`src/design/mcu_pkg.sv`:
```
// MCU shared types: system bus and peripheral bus structs, address map, SPI registers
package mcu_pkg;

  // --------------------
  // System bus
  // --------------------

  // Master request, held stable until hready
  typedef struct packed {
    logic        hreq;    // Transfer wanted
    logic        hwrite;  // 1 = write, 0 = read
    logic [31:0] haddr;
    logic [31:0] hwdata;
  } mas_send_type;

  // Slave response, meaningful only in the hready cycle
  typedef struct packed {
    logic [31:0] hrdata;
    logic        hready;  // Transfer completes this cycle
    logic        hresp;   // Error
  } slv_send_type;

  // --------------------
  // Peripheral bus
  // --------------------

  typedef struct packed {
    logic        psel;
    logic        penable;
    logic        pwrite;
    logic [7:0]  paddr;   // Register offset
    logic [31:0] pwdata;
  } apb_req_type;

  typedef struct packed {
    logic [31:0] prdata;
    logic        pready;
    logic        pslverr;
  } apb_rsp_type;

  // Address map, compared against haddr[31:28]
  localparam logic [3:0] mem_region  = 4'h0;
  localparam logic [3:0] peri_region = 4'h4;

  // SPI register offsets
  localparam logic [7:0] spi_txdata_off = 8'h00;
  localparam logic [7:0] spi_rxdata_off = 8'h04;
  localparam logic [7:0] spi_status_off = 8'h08;
  localparam logic [7:0] spi_ctrl_off   = 8'h0C;

  // STATUS and CTRL fields
  localparam int spi_busy_bit  = 0;
  localparam int spi_ss_en_bit = 2;  // Slave-select index sits below, bits 1:0

endpackage

```
`src/design/spi_master.sv`:
```
// SPI master: peripheral-bus registers and 8-bit mode-0 shifter with four selects
`timescale 1ns/1ps

module spi_master #(
  parameter int spi_clk_div = 4
) (
  input  logic                 clk,
  input  logic                 rst_n,
  input  mcu_pkg::apb_req_type apb_req,
  output mcu_pkg::apb_rsp_type apb_rsp,
  output logic                 mosi_somi,
  output logic                 sclk,
  output logic                 ss_0,
  output logic                 ss_1,
  output logic                 ss_2,
  output logic                 ss_3,
  input  logic                 miso_simo
);

  localparam int div_w = (spi_clk_div > 1) ? $clog2(spi_clk_div) : 1;
  localparam logic [div_w-1:0] div_last = div_w'(spi_clk_div - 1);

  logic [2:0]       ctrl;      // Enable in bit 2, index in 1:0
  logic [7:0]       tx_data;
  logic [7:0]       tx_shift;
  logic [7:0]       rx_shift;
  logic [7:0]       rx_data;
  logic             busy;
  logic             sclk_q;
  logic             mosi_q;
  logic [div_w-1:0] div_cnt;
  logic [3:0]       edge_cnt;  // SCLK edges, 16 per byte
  logic             wr_en;
  logic             tx_wr;
  logic             half_end;  // Last cycle of a half period
  logic             last_edge;
  logic             in_map;
  logic [31:0]      rd_data;

  // --------------------
  // Register access
  // --------------------

  assign wr_en     = apb_req.psel && apb_req.penable && apb_req.pwrite;
  assign tx_wr     = wr_en && (apb_req.paddr == mcu_pkg::spi_txdata_off);
  assign half_end  = busy && (div_cnt == div_last);
  assign last_edge = (edge_cnt == 4'd15);

  always_comb begin
    rd_data = '0;
    in_map  = 1'b1;
    case (apb_req.paddr)
      mcu_pkg::spi_txdata_off: rd_data[7:0] = tx_data;
      mcu_pkg::spi_rxdata_off: rd_data[7:0] = rx_data;
      mcu_pkg::spi_status_off: rd_data[mcu_pkg::spi_busy_bit] = busy;
      mcu_pkg::spi_ctrl_off:   rd_data[2:0] = ctrl;
      default:                 in_map = 1'b0;
    endcase
  end

  // Zero-wait slave
  assign apb_rsp.prdata  = rd_data;
  assign apb_rsp.pready  = 1'b1;
  assign apb_rsp.pslverr = apb_req.psel && !in_map;

  // --------------------
  // Control and timing
  // --------------------

  always_ff @(posedge clk) begin
    if (!rst_n) begin
      ctrl     <= '0;
      busy     <= 1'b0;
      sclk_q   <= 1'b0;
      mosi_q   <= 1'b0;
      div_cnt  <= '0;
      edge_cnt <= '0;
    end else if (!busy) begin
      // CTRL frozen while a byte is on the wire
      if (wr_en && (apb_req.paddr == mcu_pkg::spi_ctrl_off)) begin
        ctrl <= apb_req.pwdata[2:0];
      end
      if (tx_wr) begin
        busy     <= 1'b1;
        mosi_q   <= apb_req.pwdata[7];  // MSB out before first rising edge
        div_cnt  <= '0;
        edge_cnt <= '0;
      end
    end else if (half_end) begin
      div_cnt  <= '0;
      sclk_q   <= !sclk_q;
      edge_cnt <= edge_cnt + 4'd1;
      // Falling edge: next bit out, or finish
      if (sclk_q) begin
        if (last_edge) begin
          busy   <= 1'b0;
          mosi_q <= 1'b0;
        end else begin
          mosi_q <= tx_shift[6];
        end
      end
    end else begin
      div_cnt <= div_cnt + 1'b1;
    end
  end

  // --------------------
  // Data path
  // --------------------

  always_ff @(posedge clk) begin
    if (!busy && tx_wr) begin
      tx_data  <= apb_req.pwdata[7:0];
      tx_shift <= apb_req.pwdata[7:0];
    end else if (half_end) begin
      if (!sclk_q) begin
        // Rising edge, sample MISO
        rx_shift <= {rx_shift[6:0], miso_simo};
      end else begin
        tx_shift <= {tx_shift[6:0], 1'b0};
        // Byte complete on the last falling edge
        if (last_edge) begin
          rx_data <= rx_shift;
        end
      end
    end
  end

  assign mosi_somi = mosi_q;
  assign sclk      = sclk_q;

  // Active-low selects, only while busy and enabled
  assign ss_0 = !(busy && ctrl[mcu_pkg::spi_ss_en_bit] && (ctrl[1:0] == 2'd0));
  assign ss_1 = !(busy && ctrl[mcu_pkg::spi_ss_en_bit] && (ctrl[1:0] == 2'd1));
  assign ss_2 = !(busy && ctrl[mcu_pkg::spi_ss_en_bit] && (ctrl[1:0] == 2'd2));
  assign ss_3 = !(busy && ctrl[mcu_pkg::spi_ss_en_bit] && (ctrl[1:0] == 2'd3));

endmodule

```
`config.mk`:
```
export PLATFORM = sky130hd
export DESIGN_NAME = spi_master
export DESIGN_NICKNAME = d
export VERILOG_FILES = /design/src/design/mcu_pkg.sv /design/src/design/spi_master.sv
export SDC_FILE = /design/constraint.sdc
export NUM_CORES = 1
export LEC_CHECK = 0
export ABC_AREA = 1
export ABC_CLOCK_PERIOD_IN_PS = 2300
export BUFFER_PORTS_ARGS = -buffer_cell sky130_fd_sc_hd__clkbuf_2
export CORE_MARGIN = 5
export CORE_UTILIZATION = 48
export DETAILED_ROUTE_END_ITERATION = 10
export HOLD_SLACK_MARGIN = 0.12
export PLACE_DENSITY = 0.77
export SLEW_MARGIN = 20
export SYNTH_ARGS = -nofsm -noshare
export SYNTH_HDL_FRONTEND = slang
export SYNTH_SLANG_ARGS = --single-unit
```
`constraint.sdc`:
```
create_clock -name clk -period 2.3 [get_ports clk]
set_clock_uncertainty 0.15 [all_clocks]
set_input_delay 0.23 -clock clk [delete_from_list [all_inputs] [get_ports clk]]
set_output_delay 0.23 -clock clk [all_outputs]
set_load 0.01 [all_outputs]
```
==> metrics.md <==
| Metric | Value |
|---|---|
| FP Rows | 23 |
| Ant diodes | 0 |
| Via count | 1503 |
| Core ar. | 4086 sq um |
| Min Tclk post-route | 1906 ps |
| Worst-path fanout max | 9 |
| Antenna viol nets, final | 0 |
| Main area contributors after synthesis | edfxtp_1 45%, dfxtp_1 12%, buf_4 9.4% |
| Clock Pin Slew Worst Setup and Hold Paths | 80 ps |
| Count of cell types in the netlist | 23 |
| Final setup viols | 0 |
| Crit Path Class | flip-flop to flip-flop |
| Fmax | 0.5248 GHz |
| Dpl ws | 422.6 ps |
| Cells after DPL | 298 |
| Die width | 75.60 um |
| Detailed Route Iter0 Violations | 66 |
| I/O pins | 86 |
| DR WL met3 | 419 um |
| Placer Congestion | 0.7698 |
| Max_slew headroom | 65.21% |
| Global route overflow | 0 |
| CTS Buf Count | 5 |
| Syn-to-layout area delta | 15.38% |
| Critical Path AT | 1720 ps |
| Leak pwr | 1.104 nW |
| CTS tree | yes |
| CTS H-tree depth | 2 |
| Share of the synthesized area in the top cell type | 45.06% |
| WP data required | 2120 ps |
| Routed WL per cell | 11.94 um |
| Logic pwr share | 6.1% |
| Layout cells sized above 1 | 20.68% |
| Drt pass-1 iters | 4 |
| Hold crit path type | flip-flop to flip-flop |
| Starting Density | 50.55% |
| Via density | 4.756 |
| Final std cells w/o fill | 316 |
| DRC violations left | 0 |
| Mapped Avg Cell Area | 9.608 sq um |
| Cell taking the most area after synthesis | edfxtp_1 |
| DRT Wirelength | 3772 um |
| Commonest cells after routing, fill and taps aside | 49 x nand2_1, 36 x clkbuf_2, 31 x nand3_1, 31 x edfxtp_1, 25 x conb_1 |
| Commonest non-fill, non-tap cell in the layout | nand2_1 |
| FF+latch count, synth | 43 |
| Cell Area, Synth | 2066 sq um |
| GRT Resource Usage Total | 14.13% |
| First-pass GRT wire length | 5865 um |
| Nets | 313 |
| Skew-Pair Late Insertion Delay | 290 ps |
| Clock sinks | 43 |
| Reg-to-reg slack, setup | 390 ps |
| Setup TNS | 0 ps |
| RSZ-0062 raised after global routing | no |
| Final Hold Fails | 0 |
| M1 WL | 1593 um |
| Syn Inst Count | 215 |
| Vias in the first global route | 1350 |
| Internal power | 1.065 mW |
| Met2 routed WL | 1695 um |
| Worst vdd ir | 0.0003330 V |
| Fin. max-slew vios | 0 |
| Max_cap viols | 0 |
| Slew of the pin with the lowest slew margin | 520.0 ps |
| Status | completed |
| Sw power | 290.2 uW |
| Clk root buf | clkbuf_8 |
| Pwr Density | 568.6 nW/um^2 |
| Highest metal used | met4 |
| IO Port Bufs | 36 |
| Post-synthesis sequential area ratio | 56.69% |
| Warnings, synthesis | 0 |
| Die Y | 75.60 um |
| Initial antenna violation count | 0 |
| CP endpoint kind | flip-flop |
| Clock tree buffer depth | 2 |
| Flop pwr share | 60.6% |
| CP startpoint kind | flip-flop |
| Final WS setup | 394.4 ps |
| Switching Share | 21.41% |
| Largest net degree at the start of global routing | 19 |
| Clock network fraction of design power | 33.3% |
| Final Cycle Share | 82.85% |
| Full die area | 5715 sq um |
| DP HPWL | 2946 um |
==> cells in the mapped netlist <==
master / number
nand2_1: 49
edfxtp_1: 31
nand3_1: 31
buf_4: 26
inv_1: 17
a21oi_1: 12
dfxtp_1: 12
nor2_1: 12
nand2_2: 3
nor2_2: 3
o21ai_0: 3
conb_1: 2
ha_1: 2
nor2_4: 2
o21ai_1: 2
buf_2: 1
buf_6: 1
nand2_4: 1
nand4_1: 1
nor2_8: 1
nor3_1: 1
or2_2: 1
xnor2_1: 1
==> cell type report <==
cell class / instances / area, sq um
inverter: 17 / 63.81
clock inverter: 2 / 12.51
clock buffer: 6 / 72.57
multi-input combinational: 150 / 705.7
timing repair buffer: 48 / 295.3
tap: 50 / 62.56
fill: 368 / 1703
sequential: 43 / 1171
==> metrics by stage <==
step	total power, mW	area, sq um	hold WS (ps)	utilization [%]
after floorplan	0.9098	2152	178.9	-
final	1.355	2384	276.9	58.33
after CTS	1.366	2384	276.4	58.33
after global routing	1.412	2384	292.5	58.33
after global placement	0.9075	2198	251.4	53.80
after detailed placement	0.9078	2198	259.6	53.80
==> worst max-delay path, cell delays in order, from the launching register on <==
cell	delay [ps]
dfxtp_1	570
nand2_2	190
inv_1	200
nand2_1	170
nand2_1	300
==> timing repair <==
item,CTS,global route
endpoints found under the hold margin,18,0
hold buffers,10,0
setup buffers,0,0
endpoints found under the setup margin,0,0
gates resized for setup,0,0
==> power groups by stage <==
| stage | clock network (mW) | registers (mW) | logic, mW |
|---|---|---|---|
| 6_report | 0.451 | 0.822 | 0.0828 |
| 5_1_grt | 0.497 | 0.821 | 0.0937 |
| 4_1_cts | 0.463 | 0.821 | 0.0821 |
| 3_5_place_dp | 0 | 0.839 | 0.0685 |
| 3_3_place_gp | 0 | 0.839 | 0.0683 |
| 2_1_floorplan | 0 | 0.839 | 0.0705 |
==> state kept, by name, summed over array words and instances, names as in the netlist <==
register / count
busy: 1
ctrl: 3
div_cnt: 2
edge_cnt: 4
mosi_somi: 1
rx_data: 8
rx_shift: 8
sclk: 1
tx_data: 8
tx_shift: 7
==> logic make-up (layout without fill, tap and decap cells) <==
group	count (synthesis)	in the layout	share of synthesized area, %
xor+xnor	1	1	0.4241
flops	43	43	56.69
fa+ha+maj	2	2	1.211
other cells	2	25	0.3636
compound gates	17	17	4.119
simple gates	105	105	23.86
buf+inv	45	73	13.33
==> path summary, 6_finish.rpt <==
path / start / end / cells after the start
worst min-delay path: rx_shift[7]$_DFFE_PP_ / rx_data[7]$_DFFE_PP_ / 0
worst max register to register: busy$_SDFF_PN0_ / tx_shift[1]$_DFFE_PP_ / 4
worst max-delay path: busy$_SDFF_PN0_ / tx_shift[1]$_DFFE_PP_ / 4
worst min register to register: rx_shift[7]$_DFFE_PP_ / rx_data[7]$_DFFE_PP_ / 0
==> metal layers <==
metal,GRT usage (%),vias up
met5,0,-
met4,6.990,0
met3,2.902,5
met2,24.54,62
met1,16.54,674
li1,-,762
Note: power is estimated with default switching activity, not from simulation.
