==> src/design/mcu_pkg.sv <==
// MCU shared types: system bus and peripheral bus structs, address map, SPI registers
package mcu_pkg;

  // --------------------
  // System bus
  // --------------------

  // Master request, held stable until hready
  typedef struct packed {
    logic        hreq;    // Transfer wanted
    logic        hwrite;  // 1 = write, 0 = read
    logic [31:0] haddr;
    logic [31:0] hwdata;
  } mas_send_type;

  // Slave response, meaningful only in the hready cycle
  typedef struct packed {
    logic [31:0] hrdata;
    logic        hready;  // Transfer completes this cycle
    logic        hresp;   // Error
  } slv_send_type;

  // --------------------
  // Peripheral bus
  // --------------------

  typedef struct packed {
    logic        psel;
    logic        penable;
    logic        pwrite;
    logic [7:0]  paddr;   // Register offset
    logic [31:0] pwdata;
  } apb_req_type;

  typedef struct packed {
    logic [31:0] prdata;
    logic        pready;
    logic        pslverr;
  } apb_rsp_type;

  // Address map, compared against haddr[31:28]
  localparam logic [3:0] mem_region  = 4'h0;
  localparam logic [3:0] peri_region = 4'h4;

  // SPI register offsets
  localparam logic [7:0] spi_txdata_off = 8'h00;
  localparam logic [7:0] spi_rxdata_off = 8'h04;
  localparam logic [7:0] spi_status_off = 8'h08;
  localparam logic [7:0] spi_ctrl_off   = 8'h0C;

  // STATUS and CTRL fields
  localparam int spi_busy_bit  = 0;
  localparam int spi_ss_en_bit = 2;  // Slave-select index sits below, bits 1:0

endpackage

==> src/design/ahb_apb_bridge.sv <==
// System bus to peripheral bus bridge: setup and access phases per transfer
`timescale 1ns/1ps

module ahb_apb_bridge (
  input  logic                  clk,
  input  logic                  rst_n,
  input  mcu_pkg::mas_send_type bus_req,
  input  logic                  sel,
  output mcu_pkg::slv_send_type bus_rsp,
  output mcu_pkg::apb_req_type  apb_req,
  input  mcu_pkg::apb_rsp_type  apb_rsp
);

  typedef enum logic [1:0] {
    idle,
    setup,
    access
  } state_t;

  state_t      state;
  logic        rsp_valid;  // Completing cycle on the system bus
  logic        rsp_err;
  logic        start;
  logic        done;
  // Captured transfer
  logic [7:0]  addr_q;
  logic        write_q;
  logic [31:0] wdata_q;
  logic [31:0] rdata_q;

  // New transfer only when the previous response is not on the bus
  assign start = (state == idle) && sel && !rsp_valid;
  assign done  = (state == access) && apb_rsp.pready;

  // --------------------
  // FSM
  // --------------------

  always_ff @(posedge clk) begin
    if (!rst_n) begin
      state     <= idle;
      rsp_valid <= 1'b0;
      rsp_err   <= 1'b0;
    end else begin
      rsp_valid <= 1'b0;
      case (state)
        idle: begin
          if (start) begin
            state <= setup;
          end
        end
        setup: begin
          state <= access;
        end
        access: begin
          // Wait out pready
          if (apb_rsp.pready) begin
            state     <= idle;
            rsp_valid <= 1'b1;
            rsp_err   <= apb_rsp.pslverr;
          end
        end
        default: begin
          state <= idle;
        end
      endcase
    end
  end

  // Address low byte, direction, data
  always_ff @(posedge clk) begin
    if (start) begin
      addr_q  <= bus_req.haddr[7:0];
      write_q <= bus_req.hwrite;
      wdata_q <= bus_req.hwdata;
    end
    if (done) begin
      rdata_q <= apb_rsp.prdata;
    end
  end

  // --------------------
  // Outputs
  // --------------------

  assign apb_req.psel    = (state != idle);
  assign apb_req.penable = (state == access);
  assign apb_req.pwrite  = write_q;
  assign apb_req.paddr   = addr_q;
  assign apb_req.pwdata  = wdata_q;

  assign bus_rsp.hrdata = rdata_q;
  assign bus_rsp.hready = rsp_valid;
  // pslverr maps onto hresp
  assign bus_rsp.hresp  = rsp_valid && rsp_err;

endmodule

==> config.mk <==
export PLATFORM = sky130hd
export DESIGN_NAME = ahb_apb_bridge
export DESIGN_NICKNAME = d
export VERILOG_FILES = /design/src/design/mcu_pkg.sv /design/src/design/ahb_apb_bridge.sv
export SDC_FILE = /design/constraint.sdc
export NUM_CORES = 1
export LEC_CHECK = 0
export BUFFER_PORTS_ARGS = -buffer_cell sky130_fd_sc_hd__buf_2
export CORE_AREA = 2 2 79 81
export CTS_CLUSTER_DIAMETER = 80
export DETAILED_ROUTE_END_ITERATION = 12
export DIE_AREA = 0 0 81 83
export PLACE_DENSITY = 0.82
export SYNTH_ARGS = -nofsm -noshare
export SYNTH_HDL_FRONTEND = slang
export SYNTH_SLANG_ARGS = --single-unit
==> constraint.sdc <==
create_clock -name clk -period 5.47 [get_ports clk]
set_input_delay 0.2735 -clock clk [delete_from_list [all_inputs] [get_ports clk]]
set_output_delay 0.2735 -clock clk [all_outputs]
set_load 0.05 [all_outputs]
==> results of run 1 <==
[cell families after synthesis]
| group | synth area share |
|---|---|
| flip-flops | 0.953 |
| AND/OR/NAND/NOR | 0.0336 |
| AO/OA/AOI/OAI | 0.00315 |
| buffers and inverters | 0.00629 |
| multiplexers | 0.00420 |
[worst max-delay path by stage]
stage | end | slack (ns) | depth (start not counted)
6_report | wdata_q[15] | 3.97 | 2
5_1_grt | rdata_q[12] | 3.85 | 1
4_1_cts | wdata_q[13] | 3.94 | 2
3_5_place_dp | rdata_q[16] | 3.95 | 1
3_3_place_gp | rdata_q[30] | 3.99 | 1
2_1_floorplan | addr_q[0] | 2.29 | 1
[cells in the mapped netlist]
| cell type | count | area (µm²) |
|---|---|---|
| nor2b_1 | 1 | 6.26 |
| nor3b_1 | 1 | 7.51 |
| nor4b_2 | 1 | 15.0 |
| dfxtp_1 | 4 | 80.1 |
| nand2_1 | 2 | 7.51 |
| buf_4 | 2 | 15.0 |
| o21a_1 | 1 | 7.51 |
| and2_1 | 3 | 18.8 |
| mux2i_1 | 1 | 10.0 |
| or2_2 | 1 | 6.26 |
| and3b_2 | 1 | 10.0 |
| and2b_2 | 1 | 8.76 |
| edfxtp_1 | 73 | 2190 |
[registers in the layout, indices dropped and copies added (netlist names)]
register / cells
rdata_q: 32
wdata_q: 32
addr_q: 8
state: 2
rsp_err: 1
rsp_valid: 1
write_q: 1
[area by class of cell]
class	instances	area, µm²
multi-input combinational	13	106
sequential	77	2270
clock inverter	6	77.6
timing repair buffer	155	778
fill	459	2360
clock buffer	10	128
tap	75	93.8
[report_power, final]
| part | switching, µW | internal [µW] | total, µW |
|---|---|---|---|
| clock network | 180 | 252 | 432 |
| logic | 122 | 40.2 | 162 |
| registers | 7.39 | 679 | 686 |
| total | 310 | 971 | 1280 |
[layout by cell type (no fill, tap or decap)]
cell type,instances
and3b_2,1
nor4b_4,1
nand2_1,2
o21a_1,1
or2_2,1
dfxtp_1,4
and2b_2,1
buf_4,1
and2_1,3
bufinv_16,2
nor2b_1,1
edfxtp_1,73
clkinv_1,2
clkinv_2,2
clkbuf_1,1
mux2i_1,1
buf_2,154
nor3b_1,1
clkbuf_8,9
[metal layers]
| metal | track usage | part of all wire |
|---|---|---|
| met5 | 0 | 0 |
| met4 | 0.0832 | 0.021 |
| met3 | 0.0804 | 0.18 |
| met2 | 0.228 | 0.46 |
| met1 | 0.130 | 0.34 |
[metrics by stage]
step | utilization | hold slack (ns)
2_1_floorplan | - | 0.372
3_3_place_gp | 0.559 | 0.440
3_5_place_dp | 0.559 | 0.444
4_1_cts | 0.594 | 0.0902
5_1_grt | 0.594 | 0.0939
6_report | 0.594 | 0.114
[worst max-delay path: cells and delay by family (launching register included)]
kind	cells	cell delay, ns
flip-flops	1	0.36
AND/OR/NAND/NOR	1	0.30
buffers and inverters	1	0.47
==> reports/results.txt, run 1 <==
status = completed
min-delay src = bus_req[1]
dpl ws = 3.95 ns
r2r startpoint = state[1]
Cell variety after synth = 13
Leakage = 0.00148 µW
gr ovfl total = 0
Max Cap Violations = 0
vias in the first global route = 1523
CTS tree = done
sequential fraction of the synthesis area = 0.953
Synth warnings = 0
syn_nets = 195
critical-path cell list = nor4b_4 > buf_4
Rel. slew slack = 0.530
Post-CTS Setup Inserts = 0
R2R setup slack = 3.97 ns
min-delay worst type = in -> reg
die height = 83 µm
CTS sink cnt = 77
Hold Buf Count CTS = 0
Power Total = 1280 µW
Cells after DPL = 320
GRT Total Usage = 0.139
Gates resized, CTS repair = 0
first-pass iteration count of the detailed router = 4
starting DRC count in detailed routing = 54
Final setup viols = 0
fin crit period = 1.50 ns
vias = 1465
Largest stage delay, worst path = 0.47 ns
max-slew violations = 0
post-route ant nets = 0
WP data required = 5.44 ns
H-tree depth = 3
syn_area_per_cell = 25.9 µm²
Max Fclk = 665 MHz
Peak supply drop = 0.190 mV
Ports = 180
Crit-path slowest cell = buf_4
final WL = 4.68 mm
CTS buffer count = 9
Startpoint Class = flop
layout cell share with drive strength beyond 1 = 0.659
fin area = 3460 µm²
diodes inserted = 0
post-route setup slack = 3.97 ns
RSZ-0062 raised after global routing = no
crit path launch = state[1]
number of cells produced by synthesis = 92
GP Congestion = 0.712
area delta synth->final = 44.9%
r2r endpoint = wdata_q[15]
pin count of the biggest net entering global routing = 42
Final Instance Count excl. Fillers = 336
WHS Endpoint = wdata_q[1]
Die Wd = 81 µm
site row count = 28
worst-margin pin slew = 0.704 ns
clk_skew = 0.00292 ns
DR vias/cell = 4.36
core area = 5820 µm²
CTS root buf = clkbuf_8
Worst Hold Depth = 1
Final TNS setup = 0 ns
clock-pin slew on the worst setup and hold paths = 0.07 ns
Initial Util = 0.410
PortBufs = 154
worst-skew pair later-pin latency = 0.33 ns
Placed Area = 3250 µm²
Max FO, Critical Path = 41
reg2reg path depth = 2
final worst-path cycle share = 0.275
Arr. time, crit path = 1.47 ns
flop and latch count out of synthesis = 77
PwrDens = 371 nW/µm²
CP endpoint kind = flop
DRC viols = 0
NumNets Final = 359
die area = 6720 µm²
crit path kind = reg -> reg
first-pass GRT wire length = 6.76 mm
Post-Syn Area = 2380 µm²
Hold Vio Cnt, Final = 0
initial antenna violation count = 0
Clock Tree Buf Depth = 2
drt wl/cell = 13.9 µm
No activity file was read; power rests on OpenSTA's default activity.
==> inputs of run 2 (changes only) <==
Settings changed: CORE_AREA 2 2 79 81 to 2 2 82 84, DIE_AREA 0 0 81 83 to 0 0 84 86, PLACE_DENSITY 0.82 to 0.77.
Clock period 5.47 ns to 1.5 ns, I/O delays scaled along.
==> reports/results.txt, run 2 (synthesized netlist as in run 1, its figures left out) <==
status = completed
core area = 6280 µm² (+7.9%)
Gates resized, CTS repair = 0 (unchanged)
pin count of the biggest net entering global routing = 42 (unchanged)
most frequent cells in the layout = 154 x buf_2, 75 x dlygate4sd3_1, 73 x edfxtp_1, 11 x clkbuf_8
first-pass GRT wire length = 10.0 mm (+49%)
most common cell after layout, fill and taps aside = buf_2
initial antenna violation count = 0 (unchanged)
CTS buffer count = 9 (unchanged)
gr ovfl total = 0 (unchanged)
Rel. slew slack = 0.797 (+0.267)
Hold Vio Cnt, Final = 0 (unchanged)
Filler Cells Inserted = 437 (-4.8%)
fin crit period = 1.30 ns (-0.198 ns)
RSZ-0062 raised after global routing = no
die area = 7220 µm² (+7.5%)
reg2reg path depth = 2 (unchanged)
Peak supply drop = 0.727 mV (+280%)
Max Fclk = 766 MHz (+15%)
DRC viols = 0 (unchanged)
Detail Route met3 WL = 607 µm (-30%)
CTS root buf = clkbuf_8
CTS sink cnt = 77 (unchanged)
GP Congestion = 0.772 (+8.4%)
site row count = 29 (+3.6%)
PwrDens = 1110 nW/µm² (+200%)
PortBufs = 154 (unchanged)
diodes inserted = 0 (unchanged)
clk_skew = 0.00645 ns (+0.00353 ns)
fin area = 4220 µm² (+22%)
CP endpoint kind = flop
Initial Util = 0.380 (-0.0302)
CTS tree = done
Top Registers = rdata_q (32), wdata_q (32), addr_q (8)
DRT met1 WL = 2.38 mm (+52%)
min-delay worst type = in -> reg
DR vias/cell = 4.29 (-1.7%)
worst-margin pin slew = 0.303 ns (-0.402 ns)
first-pass iteration count of the detailed router = 4 (unchanged)
die height = 86 µm (+3.6%)
Arr. time, crit path = 1.33 ns (-0.14 ns)
final WL = 6.61 mm (+41%)
Clock Tree Buf Depth = 2 (unchanged)
worst-skew pair later-pin latency = 0.34 ns (about the same)
routed wl met2 = 3.48 mm (+62%)
crit path launch = state[0]
max-slew violations = 0 (unchanged)
crit path kind = reg -> reg
top sig layer = met4
Die Wd = 84 µm (+3.7%)
Max FO, Critical Path = 41 (unchanged)
min-delay src = apb_rsp[1]
drt wl/cell = 16.0 µm (+15%)
final core utilization = 0.672 (+0.0777)
H-tree depth = 3 (unchanged)
NumNets Final = 435 (+21%)
HPWL after DPL = 4.09 mm
layout cell share with drive strength beyond 1 = 0.525 (-0.134)
WP data required = 1.53 ns (-3.91 ns)
Final setup viols = 0 (unchanged)
Max Cap Violations = 0 (unchanged)
R2R setup slack = 0.20 ns (-3.77 ns)
clock-pin slew on the worst setup and hold paths = 0.08 ns (about the same)
post-route ant nets = 0 (unchanged)
Startpoint Class = flop
Worst Hold Depth = 3 (+2)
r2r startpoint = state[0]
GRT Total Usage = 0.190 (+0.0509)
Leakage = 0.00180 µW (+21%)
Placed Area = 3290 µm² (+1.2%)
WHS Endpoint = state[1]
vias = 1774 (+21%)
r2r endpoint = wdata_q[5]
vias in the first global route = 1886 (+24%)
area delta synth->final = 76.9%
starting DRC count in detailed routing = 74 (+37%)
Ports = 180 (unchanged)
final worst-path cycle share = 0.870 (+0.595)
run 2: cell count changes in the layout (fill, tap and decap cells not counted):
cell	delta
buf_12	+2
buf_4	-1
bufinv_16	-2
clkbuf_8	+2
clkinv_1	-2
clkinv_2	+1
clkinv_4	+1
dfxtp_1	-2
dfxtp_2	+2
dlygate4sd3_1	+75
run 2: worst max-delay path by stage:
| stage | to | slack (ns) | cells after the start |
|---|---|---|---|
| final | wdata_q[5] | 0.20 | 2 |
| after CTS | apb_req[42] | 0.19 | 2 |
| after floorplan | addr_q[0] | -0.70 | 1 |
| after global routing | apb_req[41] | 0.15 | 2 |
| after global placement | wdata_q[15] | 0.26 | 2 |
| after detailed placement | addr_q[3] | 0.24 | 2 |
run 2: routing by layer:
metal  vias up  track usage
li1        838            -
met3        13       0.0654
met4         0       0.0850
met1       810        0.196
met5         -            0
met2       113        0.348
run 2: area by class of cell:
cell class	count	area (µm²)	area share
Clock buffer	12	155	0.0368
Sequential cell	77	2270	0.539
Tap cell	77	96.3	0.0228
Multi-Input combinational cell	13	106	0.0252
Clock inverter	4	23.8	0.00564
Timing Repair Buffer	231	1560	0.370
run 2: report_power, final:
group / total, µW / internal, µW / switching (µW)
Clock: 1400 / 687 / 717
Combinational: 770 / 284 / 486
Sequential: 2510 / 2470 / 33.2
Total: 4680 / 3440 / 1240
run 2: through the flow:
stage	setup WS (ns)	setup TNS (ns)	std cells	hold WS (ns)	total power, µW
after floorplan	-0.697	-29.20	92	0.174	2950
after global placement	0.260	0	323	0.252	3150
after detailed placement	0.237	0	323	0.253	3170
after CTS	0.188	0	414	0.0645	4710
after global routing	0.146	0	414	0.0654	4850
final	0.195	0	414	0.0800	4680
run 2: what timing repair did:
action                    4_1_cts  5_1_grt
setup buffers                   0        0
hold endpoints to repair       77        0
hold buffers                   75        0
run 2: worst max-delay path, cell delays in order (launching register included):
cell     delay, ns
dfxtp_2       0.36
nor4b_4       0.35
buf_12        0.28
