==> config.mk <==
export PLATFORM = sky130hd
export DESIGN_NAME = bus_matrix
export DESIGN_NICKNAME = d
export VERILOG_FILES = /design/src/design/mcu_pkg.sv /design/src/design/bus_matrix.sv
export SDC_FILE = /design/constraint.sdc
export NUM_CORES = 1
export LEC_CHECK = 0
export ABC_AREA = 1
export BUFFER_PORTS_ARGS = -buffer_cell sky130_fd_sc_hd__buf_2
export CAP_MARGIN = 15
export CORE_AREA = 2 2 156 158
export DETAILED_ROUTE_END_ITERATION = 16
export DIE_AREA = 0 0 158 160
export HOLD_SLACK_MARGIN = 0.03
export PLACE_DENSITY_LB_ADDON = 0.3
export SLEW_MARGIN = 25
export SYNTH_ARGS = -nofsm -noshare
export SYNTH_HDL_FRONTEND = slang
export SYNTH_SLANG_ARGS = --single-unit
==> constraint.sdc <==
create_clock -name clk -period 2 [get_ports clk]
set_clock_uncertainty 0.05 [all_clocks]
set_input_delay 0.2 -clock clk [delete_from_list [all_inputs] [get_ports clk]]
set_output_delay 0.2 -clock clk [all_outputs]
set_load 0.01 [all_outputs]
==> src/design/mcu_pkg.sv <==
// MCU shared types: system bus and peripheral bus structs, address map, SPI registers
package mcu_pkg;

  // --------------------
  // System bus
  // --------------------

  // Master request, held stable until hready
  typedef struct packed {
    logic        hreq;    // Transfer wanted
    logic        hwrite;  // 1 = write, 0 = read
    logic [31:0] haddr;
    logic [31:0] hwdata;
  } mas_send_type;

  // Slave response, meaningful only in the hready cycle
  typedef struct packed {
    logic [31:0] hrdata;
    logic        hready;  // Transfer completes this cycle
    logic        hresp;   // Error
  } slv_send_type;

  // --------------------
  // Peripheral bus
  // --------------------

  typedef struct packed {
    logic        psel;
    logic        penable;
    logic        pwrite;
    logic [7:0]  paddr;   // Register offset
    logic [31:0] pwdata;
  } apb_req_type;

  typedef struct packed {
    logic [31:0] prdata;
    logic        pready;
    logic        pslverr;
  } apb_rsp_type;

  // Address map, compared against haddr[31:28]
  localparam logic [3:0] mem_region  = 4'h0;
  localparam logic [3:0] peri_region = 4'h4;

  // SPI register offsets
  localparam logic [7:0] spi_txdata_off = 8'h00;
  localparam logic [7:0] spi_rxdata_off = 8'h04;
  localparam logic [7:0] spi_status_off = 8'h08;
  localparam logic [7:0] spi_ctrl_off   = 8'h0C;

  // STATUS and CTRL fields
  localparam int spi_busy_bit  = 0;
  localparam int spi_ss_en_bit = 2;  // Slave-select index sits below, bits 1:0

endpackage

==> src/design/bus_matrix.sv <==
// Bus matrix: round-robin arbiter for two masters, address decoder, response steering
`timescale 1ns/1ps

module bus_matrix (
  input  logic                  clk,
  input  logic                  rst_n,
  // Instruction master
  input  mcu_pkg::mas_send_type inst_req,
  output mcu_pkg::slv_send_type inst_rsp,
  // Data master
  input  mcu_pkg::mas_send_type data_req,
  output mcu_pkg::slv_send_type data_rsp,
  // Main memory slave
  output mcu_pkg::mas_send_type mem_req,
  output logic                  mem_sel,
  input  mcu_pkg::slv_send_type mem_rsp,
  // Peripheral bridge slave
  output mcu_pkg::mas_send_type peri_req,
  output logic                  peri_sel,
  input  mcu_pkg::slv_send_type peri_rsp
);

  // --------------------
  // State
  // --------------------

  logic busy;      // A granted transfer is in flight
  logic gnt_data;  // 0 = instruction port, 1 = data port
  logic rr_data;   // Port preferred on the next tie
  logic sel_mem;
  logic sel_peri;
  logic dec_err;   // Granted address hit no slave

  logic                  pick_data;
  logic [3:0]            pick_region;
  logic                  hit_mem;
  logic                  hit_peri;
  mcu_pkg::mas_send_type pick_req;
  mcu_pkg::mas_send_type gnt_req;
  mcu_pkg::slv_send_type gnt_rsp;

  // --------------------
  // Arbitration
  // --------------------

  // Tie goes to the round-robin pointer, otherwise to whoever asks
  always_comb begin
    if (inst_req.hreq && data_req.hreq) begin
      pick_data = rr_data;
    end else begin
      pick_data = data_req.hreq;
    end
  end

  assign pick_req    = pick_data ? data_req : inst_req;
  assign pick_region = pick_req.haddr[31:28];
  assign hit_mem     = (pick_region == mcu_pkg::mem_region);
  assign hit_peri    = (pick_region == mcu_pkg::peri_region);

  always_ff @(posedge clk) begin
    if (!rst_n) begin
      busy     <= 1'b0;
      gnt_data <= 1'b0;
      rr_data  <= 1'b0;  // Instruction port first
      sel_mem  <= 1'b0;
      sel_peri <= 1'b0;
      dec_err  <= 1'b0;
    end else if (!busy) begin
      if (inst_req.hreq || data_req.hreq) begin
        busy     <= 1'b1;
        gnt_data <= pick_data;
        // Other port wins the next tie
        rr_data  <= !pick_data;
        // Decode once, at grant time
        sel_mem  <= hit_mem;
        sel_peri <= hit_peri;
        dec_err  <= !(hit_mem || hit_peri);
      end
    end else if (gnt_rsp.hready) begin
      // Transfer done, bus free next cycle
      busy     <= 1'b0;
      sel_mem  <= 1'b0;
      sel_peri <= 1'b0;
      dec_err  <= 1'b0;
    end
  end

  // --------------------
  // Routing
  // --------------------

  // Granted master holds its request stable, so no capture needed
  assign gnt_req  = gnt_data ? data_req : inst_req;
  assign mem_req  = gnt_req;
  assign peri_req = gnt_req;
  assign mem_sel  = sel_mem;
  assign peri_sel = sel_peri;

  // Response of the selected slave, or a local decode error
  always_comb begin
    gnt_rsp = '0;
    if (dec_err) begin
      gnt_rsp.hready = 1'b1;
      gnt_rsp.hresp  = 1'b1;
    end else if (sel_mem) begin
      gnt_rsp = mem_rsp;
    end else if (sel_peri) begin
      gnt_rsp = peri_rsp;
    end
  end

  // Only the granted master sees hready; the other one waits
  assign inst_rsp = (busy && !gnt_data) ? gnt_rsp : '0;
  assign data_rsp = (busy && gnt_data) ? gnt_rsp : '0;

endmodule

==> results.md, run 1 <==
- Antenna cells: 0
- Number of standard-cell rows in the floorplan: 57
- Worst hold-check slack: ~170 ps
- Remaining global-route overflow: 0
- Relative area change from synthesis to final layout: 75.9%
- Hold_buf cts: 0
- RSZ-0062 raised after global routing: false
- R2R Path Start: mem_sel
- Nets: roughly 1100
- Number of cells on the worst hold path: 2
- Required time worst endpoint: 1750 ps
- Type of origin of the critical path: flip-flop
- Via count of the first global-routing pass: between 3000 and 4000
- Hold Path Origin: rst_n
- Total via count after detailed routing: between 4000 and 5000
- Worst slew margin relative to its limit: 0.682
- Total of warnings raised by yosys: 0
- Number of standard cells after synthesis: ~550
- Leak Pwr: around 0.0029 uW
- Number of buffers on the longest clock path: 2
- Endpoint, Worst Hold: gnt_data
- Final routed DRC violation total: 0
- Chip Height: roughly 160 um
- Max-slew violation count: 0
- Delay contributed by the slowest stage of the critical path: 340 ps
- Floorplan core area: 0.0238 mm^2
- Most numerous cell on the critical path: sky130_fd_sc_hd__nand2_1
- Number of placed I/O pins: roughly 400
- Highest fanout seen on the critical path: 31
- Worst R2R Setup Slack: between 700 and 800 ps
- Clk sink count: 6
- CP Cell Sequence: inv_4 > buf_4 > nand3_1 > nand2_1 > nand2_1 > nor2_1 > buf_2
- Average detailed-routed wire length per instance: 11.5 um
- Number of nets with antenna violations after detailed routing: 0
- Clock period minus final worst setup slack: between 1500 and 2000 ps
- Nets in the synthesized netlist: around 750
- Post-route setup TNS: 0 ps
- Category of the most critical setup path: reg -> out
- First-pass DRT Iterations: 4
- Average instance area after synthesis: 4.65 um^2
- Worst path slowest cell: sky130_fd_sc_hd__dfxtp_1
- Clock root buffer: sky130_fd_sc_hd__clkbuf_16
- Maximum level of the CTS H-tree: 1
- Layout cells sized above 1: 0.492
- All-Layer GR Usage: 0.0956
- Max Cap Viol: 0
- Vias per cell: about 3.6
- Synthesized flop and latch total: 6
- Initial core utilization: 0.107
- Peak ir drop on the vdd network: 0.212 mV
- Transition time at the pin with the least slew margin: ~470 ps
- Synth Cell Area: 0.00255 mm^2
- Total detailed-routing wirelength: between 10 and 15 mm
- Unique cell type count in the Yosys netlist: 17
- Critical Path End Type: primary output
- Clock latency on the worst-skew pair: approximately 230 ps
- Antenna violations before repair: 0
- Outcome: finished, final reports clean
- CTS resizes: 0
- Worst Setup SP: mem_sel
- Worst R2R Path Depth: 6
- Pwr Density: ~360 mW/mm^2
- Kind of cell adding the most delay to the critical path: buffers and inverters
- Capturing point of the worst reg2reg path: mem_sel
- Number of buffers inserted during clock tree synthesis: 3
- Total of fill cells in the finished design: roughly 2900
- Data arrival time of the critical path: 1450 ps
- CP bufs+invs: 3
- Clock slew at the register clock pins of the worst setup and hold paths: roughly 40 ps
- Setup Fix Bufs, Post-CTS: 0
- Sequential fraction of the synthesis area: 0.0470
- Last weighted congestion value of the routability-driven placer: between 0.8 and 0.9
- Detail Placement HPWL: 11.5 mm
- CTS tree: yes
- Setup violation total in the final timing report: 0
- Type of the worst min-delay path: in -> reg
- Global-route wire length before repair: between 15 and 20 mm
- Maximum clock frequency: 589 MHz
- Number of I/O port buffers: just over 400
- First DRT Iteration DRCs: between 150 and 200
- Maximum number of pins on one net before global-route repair: 70
- Fin crit share: 0.849
- Final hold violations: 0
- Die footprint: ~0.025 mm^2
- Horizontal extent of the die: between 150 and 200 um
[how the worst max path moves through the flow]
stage / to / slack (ps) / cells past startpoint
global route: inst_rsp[6] / 100 / 7
global placement: inst_rsp[28] / 520 / 7
floorplan: peri_req[65] / 620 / 4
CTS: inst_rsp[1] / 280 / 6
detailed placement: inst_rsp[1] / 530 / 6
finish: inst_rsp[6] / 300 / 7
[per-layer routing]
metal / GRT usage / vias to the layer above / share of wire
met5: 0 / - / 0
li1: - / 2237 / -
met2: 0.189 / 202 / 0.51
met4: 0.00778 / 0 / 0.0045
met3: 0.0103 / 6 / 0.081
met1: 0.113 / 1818 / 0.40
[cell usage after synthesis, drive strengths merged]
cell / count / area share
a21oi: 8 / 0.019
nand2: 303 / 0.45
nand3: 42 / 0.082
a211oi: 1 / 0.0029
o21ai: 3 / 0.0059
inv: 12 / 0.019
buf: 95 / 0.26
nor2: 72 / 0.11
clkbuf: 6 / 0.0088
dfxtp: 6 / 0.047
o21a: 1 / 0.0029
[through the flow]
step | util | total power (uW) | instance area, um^2 | setup WS [ps] | instances
detailed placement | 0.185 | 1290 | 4420 | 531 | 1185
global placement | 0.185 | 1300 | 4420 | 523 | 1185
CTS | 0.189 | 1620 | 4490 | 281 | 1188
finish | 0.189 | 1600 | 4490 | 302 | 1188
floorplan | - | 877 | 2550 | 623 | 549
global route | 0.189 | 1740 | 4490 | 97.6 | 1188
[sequential cells by signal, summed over array words and instances, names as in the netlist]
name      count
busy          1
dec_err       1
gnt_data      1
mem_sel       1
peri_sel      1
rr_data       1
[cells in the final DEF, fill, tap and decap left out]
master	n
sky130_fd_sc_hd__a211oi_1	1
sky130_fd_sc_hd__a21oi_1	6
sky130_fd_sc_hd__a21oi_2	2
sky130_fd_sc_hd__buf_12	4
sky130_fd_sc_hd__buf_2	403
sky130_fd_sc_hd__buf_4	6
sky130_fd_sc_hd__clkbuf_16	3
sky130_fd_sc_hd__dfxtp_1	5
sky130_fd_sc_hd__dfxtp_2	1
sky130_fd_sc_hd__inv_1	8
sky130_fd_sc_hd__inv_2	3
sky130_fd_sc_hd__inv_4	1
sky130_fd_sc_hd__nand2_1	301
sky130_fd_sc_hd__nand2_2	2
sky130_fd_sc_hd__nand3_1	42
sky130_fd_sc_hd__nor2_1	72
sky130_fd_sc_hd__o21a_1	1
sky130_fd_sc_hd__o21ai_0	3
[report_power, final]
group / switching [uW] / total [uW] / leakage [uW] / internal (uW)
combinational: 669 / 1130 / 0.00281 / 461
sequential: 12.8 / 144 / 0.0000500 / 131
clock: 68.8 / 326 / 0.0000370 / 257
total: 751 / 1600 / 0.00290 / 849
[cell families (layout without fill, tap and decap cells)]
logic type             count (synthesis)  count (layout)  synth area share
buffers and inverters                113             428             0.287
DFF                                    6               6            0.0470
and+or+nand+nor                      417             417             0.635
AOI/OAI and AO/OA                     13              13            0.0304
[area by class of cell]
cell class	instances	area, um^2	share of cell area
multi-input combinational	430	1700	0.379
sequential	6	121	0.0270
clock buffer	3	75.1	0.0167
tap	324	405	0.0903
inverter	12	47.5	0.0106
timing repair buffer	413	2140	0.477
Note: power is estimated with default switching activity, not from simulation.
==> run 2: changes to the inputs <==
==> constraint.sdc (replaced) <==
create_clock -name clk -period 1.6 [get_ports clk]
set_clock_uncertainty 0.05 [all_clocks]
set_input_delay 0.16 -clock clk [delete_from_list [all_inputs] [get_ports clk]]
set_output_delay 0.16 -clock clk [all_outputs]
set_load 0.01 [all_outputs]
==> results.md, run 2 (synthesis gave the netlist of run 1 again) <==
- Combined area of the multi-input logic cells: 0.00181 mm^2 (was 0.00170 mm^2)
- Transition time at the pin with the least slew margin: 315 ps (was 472 ps)
- Hold Path Origin: rst_n (unchanged)
- Global-route wire length before repair: 20.3 mm (was 19.7 mm)
- Total via count after detailed routing: 4465 (was 4263)
- Number of standard-cell rows in the floorplan: 57 (unchanged)
- Number of I/O port buffers: 403 (unchanged)
- Hold_buf cts: 0 (unchanged)
- Maximum level of the CTS H-tree: 1 (unchanged)
- Initial core utilization: 0.107 (unchanged)
- Peak ir drop on the vdd network: 0.226 mV (was 0.212 mV)
- Finished Core Util: 0.215 (was 0.189)
- Chip Height: 160 um (unchanged)
- Data arrival time of the critical path: 1370 ps (was 1450 ps)
- Cell internal power dissipation: 1230 uW (was 849 uW)
- Final routed DRC violation total: 0 (unchanged)
- Category of the most critical setup path: reg -> out (unchanged)
- Maximum clock frequency: about 630 MHz
- Relative area change from synthesis to final layout: 101% (was 75.9%)
- Last weighted congestion value of the routability-driven placer: 0.794 (was 0.822)
- CTS tree: yes (unchanged)
- Highest fanout seen on the critical path: 10 (was 31)
- Remaining global-route overflow: 0 (unchanged)
- Worst hold-check slack: 132 ps (was 167 ps)
- Pwr Density: 445 mW/mm^2 (was 356 mW/mm^2)
- Switching share of total power: 0.460 (was 0.469)
- First DRT Iteration DRCs: 178 (was 180)
- Required time worst endpoint: 1390 ps (was 1750 ps)
- Clk sink count: 6 (unchanged)
- Worst R2R Path Depth: 7 (was 6)
- Post-route setup TNS: 0 ps (unchanged)
- Maximum number of pins on one net before global-route repair: 37 (was 70)
- Capturing point of the worst reg2reg path: mem_sel (unchanged)
- Nets: 1094 (was 1068)
- Setup violation total in the final timing report: 0 (unchanged)
- Clock period minus final worst setup slack: 1580 ps
- Die footprint: 0.0253 mm^2 (unchanged)
- Endpoint, Worst Hold: gnt_data (unchanged)
- Flop pwr share: 0.083 (was 0.090)
- Number of cells on the worst hold path: 2 (unchanged)
- Leak Pwr: 0.00316 uW (was 0.00290 uW)
- All-Layer GR Usage: 0.101 (was 0.0956)
- Type of origin of the critical path: flip-flop (unchanged)
- Clock latency on the worst-skew pair: 230 ps (about the same)
- Place WS: 135 ps (was 531 ps)
- Outcome: finished, final reports clean (unchanged)
- Worst slew margin relative to its limit: 0.788 (was 0.682)
- Clock network power share: 0.180 (was 0.204)
- First-pass DRT Iterations: 4 (unchanged)
- Via count of the first global-routing pass: 3885 (was 3876)
- Final hold violations: 0 (unchanged)
- Design Power: 2280 uW (was 1600 uW)
- Critical Path End Type: primary output (unchanged)
- Clock slew at the register clock pins of the worst setup and hold paths: 40 ps (about the same)
- Layout cells sized above 1: 0.539 (was 0.492)
- Combinational share of power: 0.737 (was 0.706)
- Total detailed-routing wirelength: 16.1 mm (was 13.7 mm)
- Type of the worst min-delay path: in -> reg (unchanged)
- Detail Placement HPWL: 11.9 mm (was 11.5 mm)
- Floorplan core area: 0.0238 mm^2 (unchanged)
- RSZ-0062 raised after global routing: true (was false)
- Fin crit share: 0.988
- Horizontal extent of the die: 158 um (unchanged)
- Commonest cells after routing, fill and taps aside: sky130_fd_sc_hd__buf_2 (401), sky130_fd_sc_hd__nand2_1 (290), sky130_fd_sc_hd__nor2_1 (62) (was sky130_fd_sc_hd__buf_2 (403), sky130_fd_sc_hd__nand2_1 (301), sky130_fd_sc_hd__nor2_1 (72))
- Net switching power of the design: 1050 uW (was 751 uW)
- Number of placed I/O pins: 404 (unchanged)
- Antenna cells: 0 (unchanged)
- R2R Path Start: mem_sel (unchanged)
- Max-slew violation count: 0 (unchanged)
- Number of nets with antenna violations after detailed routing: 0 (unchanged)
- Antenna violations before repair: 0 (unchanged)
- Final worst slack: 20.0 ps (was 302 ps)
- Number of buffers inserted during clock tree synthesis: 3 (unchanged)
- Clock root buffer: sky130_fd_sc_hd__clkbuf_16 (unchanged)
- Total of fill cells in the finished design: 2802 (was 2858)
- Area occupied by registers: 133 um^2 (was 121 um^2)
- Max Cap Viol: 0 (unchanged)
- Number of buffers on the longest clock path: 2 (unchanged)
- Average detailed-routed wire length per instance: 13.3 um (was 11.5 um)
- Worst R2R Setup Slack: 240 ps (was 720 ps)
- Most frequent standard cell in the layout excluding fill and tap cells: sky130_fd_sc_hd__buf_2 (unchanged)
- Vias per cell: 3.68 (was 3.59)
-- run 2: layout make-up --
class / instances / share of cell area
clock buffers: 3 / 0.0146
inverters: 12 / 0.0134
multi-input cells: 430 / 0.353
flip-flops and latches: 6 / 0.0259
well taps: 324 / 0.0790
repair buffers: 438 / 0.509
repair inverters: 1 / 0.00586
-- run 2: how the worst max path moves through the flow --
stage	start	endpoint	cells past startpoint
floorplan	gnt_data	peri_req[65]	4
global placement	gnt_data	inst_rsp[2]	5
detailed placement	mem_sel	data_rsp[1]	6
CTS	gnt_data	mem_req[63]	3
global route	mem_sel	inst_rsp[1]	7
finish	mem_sel	data_rsp[1]	7
-- run 2: what timing repair did --
item / in CTS / in global routing
pin swaps: 0 / 5
buffers inserted: 0 / 6
resized for setup: 13 / 55
setup endpoints to repair: 93 / 71
cloned: 3 / 8
-- run 2: critical path, stage by stage (launching register included) --
cell	delay (ps)
sky130_fd_sc_hd__dfxtp_4	350
sky130_fd_sc_hd__buf_12	140
sky130_fd_sc_hd__buf_8	140
sky130_fd_sc_hd__a21oi_4	130
sky130_fd_sc_hd__nand2_2	60
sky130_fd_sc_hd__nand2_2	110
sky130_fd_sc_hd__nor2_2	60
sky130_fd_sc_hd__buf_2	140
-- run 2: stage by stage --
step / cell area [um^2] / instances
4_1_cts: 4700 / 1200
2_1_floorplan: 2550 / 549
3_5_place_dp: 4500 / 1194
6_report: 5130 / 1214
3_3_place_gp: 4500 / 1194
5_1_grt: 5130 / 1214
-- run 2: metal layers --
metal  track usage  vias to the layer above  share of wire
met1         0.120                     1951           0.40
met5             0                        -              0
met4        0.0102                        0         0.0026
met3        0.0106                        4          0.073
li1              -                     2290              -
met2         0.200                      220           0.52
-- run 2: power groups by stage --
stage	combinational, uW	clock (uW)	sequential, uW
2_1_floorplan	921	0	175
3_3_place_gp	1480	0	180
3_5_place_dp	1470	0	181
4_1_cts	1540	418	186
5_1_grt	1850	426	193
6_report	1680	410	189
==> run 3: changes to the inputs <==
--- a/config.mk
+++ b/config.mk
@@ -6,11 +6,12 @@
 export NUM_CORES = 1
 export LEC_CHECK = 0
 export ABC_AREA = 1
-export BUFFER_PORTS_ARGS = -buffer_cell sky130_fd_sc_hd__buf_2
+export BUFFER_PORTS_ARGS = -buffer_cell sky130_fd_sc_hd__clkbuf_2
 export CAP_MARGIN = 15
 export CORE_AREA = 2 2 156 158
 export DETAILED_ROUTE_END_ITERATION = 16
 export DIE_AREA = 0 0 158 160
+export GPL_ROUTABILITY_DRIVEN = 0
 export HOLD_SLACK_MARGIN = 0.03
 export PLACE_DENSITY_LB_ADDON = 0.3
 export SLEW_MARGIN = 25
==> results.md, run 3 (synthesis gave the netlist of run 1 again) <==
- R2R Path Start: mem_sel (unchanged)
- Vias per cell: 3.58 (was 3.68)
- Layout cells sized above 1: 0.503 (was 0.539)
- Detail Placement HPWL: 11.8 mm (was 11.9 mm)
- Final hold violations: 0 (unchanged)
- Pwr Density: 452 mW/mm^2 (was 445 mW/mm^2)
- Category of the most critical setup path: reg -> out (unchanged)
- Number of nets with antenna violations after detailed routing: 0 (unchanged)
- Initial core utilization: 0.107 (unchanged)
- Final worst slack: 41.4 ps (was 20.0 ps)
- RSZ-0062 raised after global routing: true (unchanged)
- Total via count after detailed routing: 4276 (was 4465)
- Highest fanout seen on the critical path: 33 (was 10)
- Fin crit share: 0.974 (was 0.988)
- Maximum clock frequency: 642 MHz (was 633 MHz)
- Clock slew at the register clock pins of the worst setup and hold paths: 40 ps (about the same)
- Capturing point of the worst reg2reg path: mem_sel (unchanged)
- Worst R2R Setup Slack: 280 ps (was 240 ps)
- All-Layer GR Usage: 0.100 (was 0.101)
- Number of buffers inserted during clock tree synthesis: 3 (unchanged)
- Outcome: finished, final reports clean (unchanged)
- Maximum level of the CTS H-tree: 1 (unchanged)
- Number of I/O port buffers: 403 (unchanged)
- Total detailed-routing wirelength: 14.5 mm (was 16.1 mm)
- Required time worst endpoint: 1390 ps (about the same)
- Global-route wire length before repair: 20.2 mm (was 20.3 mm)
- Horizontal extent of the die: 158 um (unchanged)
- Relative area change from synthesis to final layout: 82.8% (was 101%)
- Chip Height: 160 um (unchanged)
- Number of placed I/O pins: 404 (unchanged)
- Worst slew margin relative to its limit: 0.747 (was 0.788)
- CTS tree: yes (unchanged)
- Data arrival time of the critical path: 1350 ps (was 1370 ps)
- First DRT Iteration DRCs: 152 (was 178)
- Peak ir drop on the vdd network: 0.228 mV (was 0.226 mV)
- Clock latency on the worst-skew pair: 230 ps (about the same)
- Leak Pwr: 0.00298 uW (was 0.00316 uW)
- Clk sink count: 6 (unchanged)
- Worst R2R Path Depth: 6 (was 7)
- Post-route setup TNS: 0 ps (unchanged)
- Die footprint: 0.0253 mm^2 (unchanged)
- Average detailed-routed wire length per instance: 12.1 um (was 13.3 um)
- Antenna violations before repair: 0 (unchanged)
- Design Power: 2110 uW (was 2280 uW)
- Nets: 1076 (was 1094)
- Maximum number of pins on one net before global-route repair: 37 (unchanged)
- Antenna cells: 0 (unchanged)
- Setup violation total in the final timing report: 0 (unchanged)
- First-pass DRT Iterations: 6 (was 4)
- Type of origin of the critical path: flip-flop (unchanged)
- Number of buffers on the longest clock path: 2 (unchanged)
- Number of standard-cell rows in the floorplan: 57 (unchanged)
- Endpoint, Worst Hold: gnt_data (unchanged)
- Max Cap Viol: 0 (unchanged)
- Remaining global-route overflow: 0 (unchanged)
- Total of fill cells in the finished design: 2850 (was 2802)
- Commonest cells after routing, fill and taps aside: sky130_fd_sc_hd__clkbuf_2 (394), sky130_fd_sc_hd__nand2_1 (300), sky130_fd_sc_hd__nor2_1 (70) (was sky130_fd_sc_hd__buf_2 (401), sky130_fd_sc_hd__nand2_1 (290), sky130_fd_sc_hd__nor2_1 (62))
- Max-slew violation count: 0 (unchanged)
- Hold Path Origin: rst_n (unchanged)
- Finished Core Util: 0.196 (was 0.215)
- Clock root buffer: sky130_fd_sc_hd__clkbuf_16 (unchanged)
- Transition time at the pin with the least slew margin: 380 ps (was 315 ps)
- Type of the worst min-delay path: in -> reg (unchanged)
- Critical Path End Type: primary output (unchanged)
- Clock period minus final worst setup slack: 1560 ps (was 1580 ps)
- Final routed DRC violation total: 0 (unchanged)
- Number of cells on the worst hold path: 2 (unchanged)
- Most frequent standard cell in the layout excluding fill and tap cells: sky130_fd_sc_hd__clkbuf_2 (was sky130_fd_sc_hd__buf_2)
- Via count of the first global-routing pass: 3823 (was 3885)
- Place WS: 155 ps (was 135 ps)
- Floorplan core area: 0.0238 mm^2 (unchanged)
-- run 3: changes by cell type in the layout (fill, tap and decap cells not counted), sizes merged --
cell,delta
clkbuf,+387
bufbuf,-1
inv,+1
buf,-404
clkinv,-1
-- run 3: where the power goes --
| group | switching (uW) | total (uW) | internal, uW |
|---|---|---|---|
| Sequential | 27.4 | 192 | 164 |
| Combinational | 874 | 1500 | 630 |
| Clock | 91.5 | 413 | 322 |
-- run 3: per-stage QoR --
stage	hold WS, ps	instances	instance area [um^2]
2_1_floorplan	228	549	2550
3_3_place_gp	355	1190	4470
3_5_place_dp	355	1190	4470
4_1_cts	109	1196	4660
5_1_grt	147	1196	4670
6_report	113	1196	4670
-- run 3: per-layer routing --
layer / wire length (um) / GRT usage / share of wire / up-vias
met1: 6060 / 0.119 / 0.42 / 1832
met4: 63 / 0.0127 / 0.0043 / 0
met2: 7480 / 0.196 / 0.52 / 190
met5: 0 / 0 / 0 / -
met3: 897 / 0.00977 / 0.062 / 4
li1: - / - / - / 2250
-- run 3: worst max-delay path by stage --
stage / from / end / slack, ps
2_1_floorplan: gnt_data / peri_req[65] / 260
3_3_place_gp: gnt_data / peri_req[48] / 160
3_5_place_dp: mem_sel / inst_rsp[1] / 150
4_1_cts: gnt_data / peri_req[12] / -0.4
5_1_grt: mem_sel / inst_rsp[16] / -50
6_report: gnt_data / inst_rsp[22] / 40
-- run 3: area by class of cell --
type / count / area, um^2 / area share
multi-input combinational: 430 / 1710 / 0.367
timing repair inverter: 1 / 8.76 / 0.00188
timing repair buffer: 420 / 2270 / 0.487
sequential: 6 / 129 / 0.0276
tap: 324 / 405 / 0.0868
clock buffer: 3 / 75.1 / 0.0161
inverter: 12 / 66.3 / 0.0142
-- run 3: worst max-delay path, stage by stage, from the launching register on --
cell,delay [ps]
sky130_fd_sc_hd__dfxtp_4,380
sky130_fd_sc_hd__inv_6,130
sky130_fd_sc_hd__nand2_1,100
sky130_fd_sc_hd__buf_12,170
sky130_fd_sc_hd__nor2_1,150
sky130_fd_sc_hd__clkbuf_2,160
-- run 3: what timing repair did --
item,CTS,global route
hold endpoints to repair,0,0
setup endpoints to repair,64,100
gates resized for setup,10,19
hold buffers,0,0
setup buffers,0,0
gates cloned,3,0
